## src/design/aud_rec_pkg.sv

```systemverilog
package aud_rec_pkg;

    ////////////////////////////////////////////////////////////
    // Widths and recording depth
    ////////////////////////////////////////////////////////////

    // One codec word per channel per frame
    localparam int SAMPLE_W = 16;

    // Word address of the external SRAM
    localparam int ADDR_W = 20;

    // Words per recording, must fit in ADDR_W
    localparam int REC_DEPTH = 1024000;

    ////////////////////////////////////////////////////////////
    // Bundles passed between stages
    ////////////////////////////////////////////////////////////

    // One-cycle command pulses from the button conditioner
    typedef struct packed {
        logic start;
        logic pause;
        logic stop;
    } aud_cmd_t;

    // Left-channel word with its one-cycle strobe
    typedef struct packed {
        logic                valid;
        logic [SAMPLE_W-1:0] data;
    } aud_sample_t;

    // SRAM write port, we is a one-cycle strobe
    typedef struct packed {
        logic                we;
        logic [ADDR_W-1:0]   addr;
        logic [SAMPLE_W-1:0] data;
    } sram_wr_t;

endpackage

```

## src/design/aud_cmd_edge.sv

```systemverilog
`timescale 1ns/1ps

module aud_cmd_edge (
    input  logic                  i_clk,
    input  logic                  i_rst_n,
    input  logic                  i_start,
    input  logic                  i_pause,
    input  logic                  i_stop,
    output aud_rec_pkg::aud_cmd_t o_cmd
);
    import aud_rec_pkg::*;

    aud_cmd_t btn_w;
    aud_cmd_t pin_r;
    aud_cmd_t meta_r;
    aud_cmd_t sync_r;
    aud_cmd_t prev_r;
    aud_cmd_t cmd_r, cmd_w;

    assign o_cmd = cmd_r;

    always_comb begin
        btn_w.start = i_start;
        btn_w.pause = i_pause;
        btn_w.stop  = i_stop;
        // A command fires when the button is let go
        cmd_w       = prev_r & ~sync_r;
    end

    ////////////////////////////////////////////////////////////
    // Pin register, two-flop synchronizer and release detect
    ////////////////////////////////////////////////////////////

    always_ff @(posedge i_clk) begin
        if (i_rst_n) begin
            pin_r  <= '0;
            meta_r <= '0;
            sync_r <= '0;
            prev_r <= '0;
            cmd_r  <= '0;
        end
        else begin
            pin_r  <= btn_w;
            meta_r <= pin_r;
            sync_r <= meta_r;
            prev_r <= sync_r;
            cmd_r  <= cmd_w;
        end
    end

endmodule

```

## src/design/i2s_left_deser.sv

```systemverilog
`timescale 1ns/1ps

module i2s_left_deser (
    input  logic                     i_clk,
    input  logic                     i_rst_n,
    input  logic                     i_lrc,
    input  logic                     i_data,
    output aud_rec_pkg::aud_sample_t o_sample
);
    import aud_rec_pkg::*;

    // Counts left-half bits, saturates once the word is complete
    logic [$clog2(SAMPLE_W+1)-1:0] cnt_r, cnt_w;
    logic [SAMPLE_W-1:0]           shift_r, shift_w;
    logic [SAMPLE_W-1:0]           word_r, word_w;
    logic                          valid_r, valid_w;

    assign o_sample = '{valid: valid_r, data: word_r};

    ////////////////////////////////////////////////////////////
    // Left half shifting
    ////////////////////////////////////////////////////////////

    always_comb begin
        cnt_w   = cnt_r;
        shift_w = shift_r;
        word_w  = word_r;
        valid_w = 1'b0;
        if (i_lrc) begin
            // Right half, get ready for the next frame
            cnt_w = '0;
        end
        else if (cnt_r < SAMPLE_W) begin
            // MSB arrives first and ends up in the top bit
            shift_w = {shift_r[SAMPLE_W-2:0], i_data};
            cnt_w   = cnt_r + 1'b1;
            if (cnt_r == SAMPLE_W - 1) begin
                word_w  = shift_w;
                valid_w = 1'b1;
            end
        end
        // Filler bits past the word fall through here
    end

    always_ff @(posedge i_clk) begin
        if (i_rst_n) begin
            cnt_r   <= '0;
            valid_r <= 1'b0;
        end
        else begin
            cnt_r   <= cnt_w;
            valid_r <= valid_w;
        end
    end

    always_ff @(posedge i_clk) begin
        shift_r <= shift_w;
        word_r  <= word_w;
    end

endmodule

```

## src/design/rec_sequencer.sv

```systemverilog
`timescale 1ns/1ps

module rec_sequencer #(
    parameter int P_DEPTH = aud_rec_pkg::REC_DEPTH
) (
    input  logic                     i_clk,
    input  logic                     i_rst_n,
    input  aud_rec_pkg::aud_cmd_t    i_cmd,
    input  aud_rec_pkg::aud_sample_t i_sample,
    output aud_rec_pkg::sram_wr_t    o_wr,
    output logic                     o_finish
);
    import aud_rec_pkg::*;

    typedef enum logic [1:0] {
        S_IDLE,
        S_REC,
        S_PAUSE,
        S_FINISH
    } rec_state_t;

    rec_state_t          state_r, state_w;
    logic [ADDR_W-1:0]   addr_r, addr_w;
    logic                finish_r, finish_w;
    logic                we_r, we_w;
    logic [ADDR_W-1:0]   wr_addr_r, wr_addr_w;
    logic [SAMPLE_W-1:0] wr_data_r, wr_data_w;

    assign o_wr     = '{we: we_r, addr: wr_addr_r, data: wr_data_r};
    assign o_finish = finish_r;

    ////////////////////////////////////////////////////////////
    // Record FSM
    ////////////////////////////////////////////////////////////

    always_comb begin
        state_w   = state_r;
        addr_w    = addr_r;
        finish_w  = finish_r;
        we_w      = 1'b0;
        wr_addr_w = wr_addr_r;
        wr_data_w = wr_data_r;
        case (state_r)
            S_IDLE, S_FINISH: begin
                if (i_cmd.start) begin
                    state_w  = S_REC;
                    addr_w   = '0;
                    finish_w = 1'b0;
                end
            end
            S_REC: begin
                // Stop takes priority over a sample in the same cycle
                if (i_cmd.stop) begin
                    state_w  = S_FINISH;
                    finish_w = 1'b1;
                end
                else if (i_cmd.pause) begin
                    state_w = S_PAUSE;
                end
                else if (i_sample.valid) begin
                    we_w      = 1'b1;
                    wr_addr_w = addr_r;
                    wr_data_w = i_sample.data;
                    addr_w    = addr_r + 1'b1;
                    // Last word of the recording closes it on its own
                    if (addr_r == ADDR_W'(P_DEPTH - 1)) begin
                        state_w  = S_FINISH;
                        finish_w = 1'b1;
                    end
                end
            end
            S_PAUSE: begin
                if (i_cmd.stop) begin
                    state_w  = S_FINISH;
                    finish_w = 1'b1;
                end
                else if (i_cmd.pause) begin
                    state_w = S_REC;
                end
            end
            default: begin
                state_w = S_IDLE;
            end
        endcase
    end

    always_ff @(posedge i_clk) begin
        if (i_rst_n) begin
            state_r  <= S_IDLE;
            addr_r   <= '0;
            finish_r <= 1'b0;
            we_r     <= 1'b0;
        end
        else begin
            state_r  <= state_w;
            addr_r   <= addr_w;
            finish_r <= finish_w;
            we_r     <= we_w;
        end
    end

    // SRAM address and data hold between writes
    always_ff @(posedge i_clk) begin
        wr_addr_r <= wr_addr_w;
        wr_data_r <= wr_data_w;
    end

endmodule

```

## src/design/aud_recorder_top.sv

```systemverilog
`timescale 1ns/1ps

module aud_recorder_top #(
    parameter int P_DEPTH = aud_rec_pkg::REC_DEPTH
) (
    input  logic                             i_clk,
    input  logic                             i_rst_n,
    input  logic                             i_lrc,
    input  logic                             i_data,
    input  logic                             i_start,
    input  logic                             i_pause,
    input  logic                             i_stop,
    output logic [aud_rec_pkg::ADDR_W-1:0]   o_sram_addr,
    output logic [aud_rec_pkg::SAMPLE_W-1:0] o_sram_data,
    output logic                             o_sram_we,
    output logic                             o_finish
);
    import aud_rec_pkg::*;

    aud_cmd_t    cmd;
    aud_sample_t sample;
    sram_wr_t    wr;

    aud_cmd_edge i_aud_cmd_edge (
        .i_clk   (i_clk),
        .i_rst_n (i_rst_n),
        .i_start (i_start),
        .i_pause (i_pause),
        .i_stop  (i_stop),
        .o_cmd   (cmd)
    );

    i2s_left_deser i_i2s_left_deser (
        .i_clk    (i_clk),
        .i_rst_n  (i_rst_n),
        .i_lrc    (i_lrc),
        .i_data   (i_data),
        .o_sample (sample)
    );

    rec_sequencer #(
        .P_DEPTH (P_DEPTH)
    ) i_rec_sequencer (
        .i_clk    (i_clk),
        .i_rst_n  (i_rst_n),
        .i_cmd    (cmd),
        .i_sample (sample),
        .o_wr     (wr),
        .o_finish (o_finish)
    );

    // SRAM pins
    assign o_sram_addr = wr.addr;
    assign o_sram_data = wr.data;
    assign o_sram_we   = wr.we;

endmodule

```

## config.mk

```make
export PLATFORM = sky130hd
export DESIGN_NAME = aud_recorder_top
export DESIGN_NICKNAME = d
export VERILOG_FILES = /design/src/design/aud_rec_pkg.sv /design/src/design/aud_cmd_edge.sv /design/src/design/i2s_left_deser.sv /design/src/design/rec_sequencer.sv /design/src/design/aud_recorder_top.sv
export SDC_FILE = /design/constraint.sdc
export NUM_CORES = 1
export LEC_CHECK = 0
export ABC_AREA = 1
export ABC_CLOCK_PERIOD_IN_PS = 5750
export BUFFER_PORTS_ARGS = -buffer_cell sky130_fd_sc_hd__buf_2
export CAP_MARGIN = 20
export CORE_ASPECT_RATIO = 0.5
export CORE_UTILIZATION = 62
export DETAILED_ROUTE_END_ITERATION = 7
export GPL_TIMING_DRIVEN = 0
export PLACE_DENSITY = 0.89
export SLEW_MARGIN = 20
export SYNTH_ARGS = -nofsm -noshare
export SYNTH_HDL_FRONTEND = slang
export SYNTH_SLANG_ARGS = --single-unit
```

## constraint.sdc

```tcl
create_clock -name i_clk -period 5.75 [get_ports i_clk]
set_input_delay 0 -clock i_clk [delete_from_list [all_inputs] [get_ports i_clk]]
set_output_delay 0 -clock i_clk [all_outputs]
set_load 0.01 [all_outputs]
```

# Yosys cells after proc, flatten, opt, wreduce, memory -nomap -nowiden
# Cells that the tools add are included.
[classes]
add_sub_neg = 2
mul = 0
div_mod_pow = 0
magnitude_cmp = 1
eq_ne = 16
n_shift = 0
muxes = 22
n_bitwise = 7
n_reduce_logical = 12
[ops]
columns = ["cell", "count"]
rows = [
  ["$mux W20", 4],
  ["$pmux W20 S2", 1],
  ["$add A20 B1 Y20 const B", 1],
  ["$eq A20 B20 Y1 const B", 1],
  ["$mux W2", 7],
  ["$ne A2 B2 Y1 const B", 5],
  ["$reduce_and A5 Y1", 2],
  ["$ne A3 B3 Y1 const B", 3],
  ["$mux W1", 8],
  ["$reduce_and A4 Y1", 2],
  ["$pmux W2 S3", 1],
  ["$add A5 B1 Y5 const B", 1],
  ["$eq A5 B4 Y1 const B", 1],
  ["$lt A5 B5 Y1 const B", 1],
  ["$not A1 Y1", 5],
  ["$eq A2 B2 Y1 const B", 2],
  ["$ne A4 B3 Y1 const B", 1],
  ["$ne A4 B4 Y1 const B", 1],
  ["$reduce_or A2 Y1", 2],
  ["$reduce_or A4 Y1", 1],
  ["$and A3 B3 Y3", 1],
  ["$ne A3 B2 Y1 const B", 1],
  ["$not A3 Y3", 1],
  ["$pmux W1 S3", 1],
  ["6 further kinds", 6],
]
[word_totals]
register_bits = 112
latchBits = 0
ramBits = 0
rom_bits = 0
output_inout_bits = 38
wordCells = 85
n_memories = 0

# Depth between registers and ports, before layout
[depth]
word_depth = 6
ltp_mapped = 13
mapped_depth_nobuf = 12

# Hierarchy
# From an unflattened synthesis, not the netlist that was laid out.
[unflattened]
hier_cells = 351
area_unflattened_um2 = 4088.9
[by_module_without_submodules]
columns = ["module", "instances", "cells_each", "area_each_um2", "seq_area_each_um2"]
rows = [
  ["rec_sequencer", 1, 240, 2462.4, 1561.5],
  ["i2s_left_deser", 1, 65, 1202.4, 1051.0],
  ["aud_cmd_edge", 1, 46, 424.2, 300.3],
]

# Least setup slack after synthesis
# OpenSTA, ideal clock, no wires.
[synth_path]
path_type = "reg-to-reg"
from = "register i_rec_sequencer.state_r[1]"
to = "register i_rec_sequencer.wr_addr_r[0], enable pin"
setup_ns = 0.474
arrival_time_ns = 3.190
t_required_ns = 5.276
path_slack_ns = 2.086
stages_incl_launch_ff = 6
n_path_buf = 1
cell_sequence = "dfxtp_1 inv_1 ha_1 buf_6 inv_4 nor3_1"
[synth_between]
elab_chain_len = 2
[synth_rtl]
columns = ["item", "line", "text"]
rows = [
  ["start, declared", "rec_sequencer.sv:22", "rec_state_t state_r, state_w;"],
  ["start signal, assigned", "rec_sequencer.sv:95", "state_r <= state_w;"],
  ["$eq A2 B1 Y1", "rec_sequencer.sv:43", "case (state_r)"],
  ["$reduce_and A4 Y1 (no source line)", "-", ""],
  ["end signal, assigned", "rec_sequencer.sv:104", "wr_addr_r <= wr_addr_w;"],
  ["end, declared", "rec_sequencer.sv:26", "logic [ADDR_W-1:0] wr_addr_r, wr_addr_w;"],
]
# No other way between the ends.
# A chain may end at the register's enable or synchronous reset.

# Final worst setup path
[layout_path]
from = "register i_rec_sequencer.state_r[1]"
to = "register i_rec_sequencer.wr_addr_r[7], enable pin"
# Same word-level chain as after synthesis.

==> impl_metrics.ini <==
[layout]
layout.cells.most_common = nand2_1
final_cell_mix = nand2_1, edfxtp_1, nor2_1, inv_1, dfxtp_1
area_growth_pct = 17.7
nNetsFinal = 454
drive_gt1_share_pct = 21.9
diodes = 0

[global_routing]
antenna_found_initial = 0
grt-ovfl-total = 0
grt_pass1_vias = 2692
grt_max_degree = 20
grt_pass1_wl_um = 12700
globalRouteTotalUtil_pct = 24.9

[power]
vdd_drop_max_mv = 0.253
powerDensity_nw_per_um2 = 312
leakagePower_nw = 1.77

[worst_setup_path]
critPathTopFamily = buffers and inverters
worstSetupStartpointType = flip-flop
critPathCaptureType = flip-flop
crit_end = i_rec_sequencer.wr_addr_r[7]
crit_start = i_rec_sequencer.state_r[1]
reg2reg_to = i_rec_sequencer.wr_addr_r[7]
crit_path_cell_trace = inv_1, ha_1, buf_6, inv_4, nor3_2, buf_4, buf_6, buf_6
crit_slowest_cell = nor3_2
worstPathMaxFanout = 9
worstRegToRegCells = 8
critPathMaxStageDelay_ns = 0.43
path_depth = 8
crit_required_ns = 5.81
cp_common_cell = buf_6
critPathKind = reg2reg
cp.arrival_ns = 2.11
r2r-start = i_rec_sequencer.state_r[1]
crit_buf_inv = 6
ff2ff_setup_slack_ns = 3.70

[synth]
synth_edf_count = 67
synth_seq_cells = 112
synth_ff_type = edfxtp_1
synthDistinctLibCells = 29
synthesis.instances = 374
ys_seq_area_share_pct = 69.7
syn-num-nets = 386
syn_area_per_cell_um2 = 11.2
synth_warnings = 0
synth_area_um2 = 4180
ys_async_sr_fraction_pct = 0

[placement]
gp_congestion = 0.882
numPortBuffers = 44
pre_cts_ws_ns = 3.69
dpl.hpwl_um = 5050

[sta]
maxSlewViolCount = 0
setup_ws_ns = 3.70
min_period_ns = 2.05
worst_slew_pin_slew_ns = 0.776
skew_ns = 0.00958
fmax_mhz = 488
timing.final.crit_share_pct = 35.7
setup-tns-final_ns = 0
slew-limit-headroom_pct = 48.2
setup_viol = 0
finalHoldViolCount = 0
rsz0062_at_grt = no

[clock_network]
htreeDepth = 3
clock-sinks = 112
cts_tree = yes
clock_latency_ns = 0.35
clock_path_buffers = 2
cts_root_buf = clkbuf_16
clk_pin_slew_ns = 0.07
cts_made_buffers = 9

[die]
pin_count = 45
std_cell_rows = 20
die_area_um2 = 7090
die-height_um = 60.1
coreArea_um2 = 6280
start_util_pct = 66.5
dieWidth_um = 118

[drt]
vias = 2834
final_antenna_net_count = 0
via_per_inst = 5.30
drt-wirelength-per-cell_um = 15.0
wl_um = 8040
dr.pass1.iters = 4
drc = 0
first_iter_violations = 218

[min_path]
hold_path_class = in2reg

[outcome]
status = completed

[job]
cap_violations = 0
routing by layer:
layer | routed length [µm] | vias to the layer above | global-route usage, %
li1 | - | 1373 | -
met1 | 3320 | 1329 | 27.9
met2 | 4050 | 114 | 44.7
met3 | 514 | 18 | 7.54
met4 | 159 | 0 | 13.4
met5 | 0 | - | 0
how the worst min path moves through the flow:
stage,endpoint,from,depth (start not counted)
finish,i_i2s_left_deser.shift_r[0],i_data,2
global route,i_i2s_left_deser.shift_r[0],i_data,2
CTS,i_i2s_left_deser.shift_r[0],i_data,2
detailed placement,i_i2s_left_deser.shift_r[0],i_data,1
global placement,i_i2s_left_deser.shift_r[0],i_data,1
floorplan,i_i2s_left_deser.valid_r,i_rst_n,1
cell usage after synthesis, types with 3 or more instances:
master	number	share of area (%)
a21oi_1	24	2.9
buf_6	3	0.81
dfxtp_1	45	22
edfxtp_1	67	48
ha_1	5	1.5
inv_1	47	4.2
nand2_1	68	6.1
nand2_2	3	0.45
nand3_1	10	1.2
nand4_1	7	1.0
nor2_1	50	4.5
nor2_2	6	0.90
nor2_4	3	0.81
nor3_1	10	1.2
o21ai_1	3	0.36
o21ai_2	6	1.3
cell families (layout without fill, tap and decap cells):
logic type      after synthesis  count (layout)  synth area share [%]
compound gates               37              37                  5.33
fa+ha+maj                     5               5                  1.50
buf+inv                      55             128                  5.57
flops                       112             112                  69.7
simple gates                165             165                  17.9
per-stage QoR:
stage          cells  instance area, µm²  utilization (%)  hold slack (ns)  power, mW
2_1_floorplan    374                4180                -           0.0717      0.950
3_3_place_gp     506                4510             71.8            0.191      0.966
3_5_place_dp     512                4570             72.8            0.203      0.970
4_1_cts          535                4920             78.3            0.373       1.54
5_1_grt          535                4920             78.3            0.373       1.58
6_report         535                4920             78.3            0.377       1.53
state kept, by name, indices dropped and copies added, names as in the netlist:
signal,cells
i_aud_cmd_edge.meta_r,3
i_aud_cmd_edge.o_cmd,3
i_aud_cmd_edge.pin_r,3
i_aud_cmd_edge.prev_r,3
i_aud_cmd_edge.sync_r,3
i_i2s_left_deser.cnt_r,5
i_i2s_left_deser.shift_r,15
i_i2s_left_deser.valid_r,1
i_i2s_left_deser.word_r,16
i_rec_sequencer.addr_r,20
i_rec_sequencer.o_finish,1
i_rec_sequencer.state_r,2
i_rec_sequencer.we_r,1
i_rec_sequencer.wr_addr_r,20
i_rec_sequencer.wr_data_r,16
layout make-up:
cell class | count | area, µm²
tap | 88 | 110
fill | 378 | 1360
multi-input combinational | 207 | 1050
inverter | 50 | 191
buffer | 5 | 41.3
clock inverter | 6 | 45.0
clock buffer | 10 | 229
sequential | 112 | 2910
timing repair buffer | 57 | 343
where the power goes:
| group | switching, mW | internal [mW] | total (mW) | leakage (nW) |
|---|---|---|---|---|
| clock network | 0.277 | 0.297 | 0.574 | 0.132 |
| registers | 0.00841 | 0.859 | 0.867 | 0.961 |
| logic | 0.0597 | 0.0314 | 0.0911 | 0.679 |
timing repair:
action                    in CTS  in global routing
gates resized for setup        0                  0
hold buffers                   7                  0
hold endpoints to repair       7                  0
buffers inserted               0                  0
Note: power is estimated with default switching activity, not from simulation.
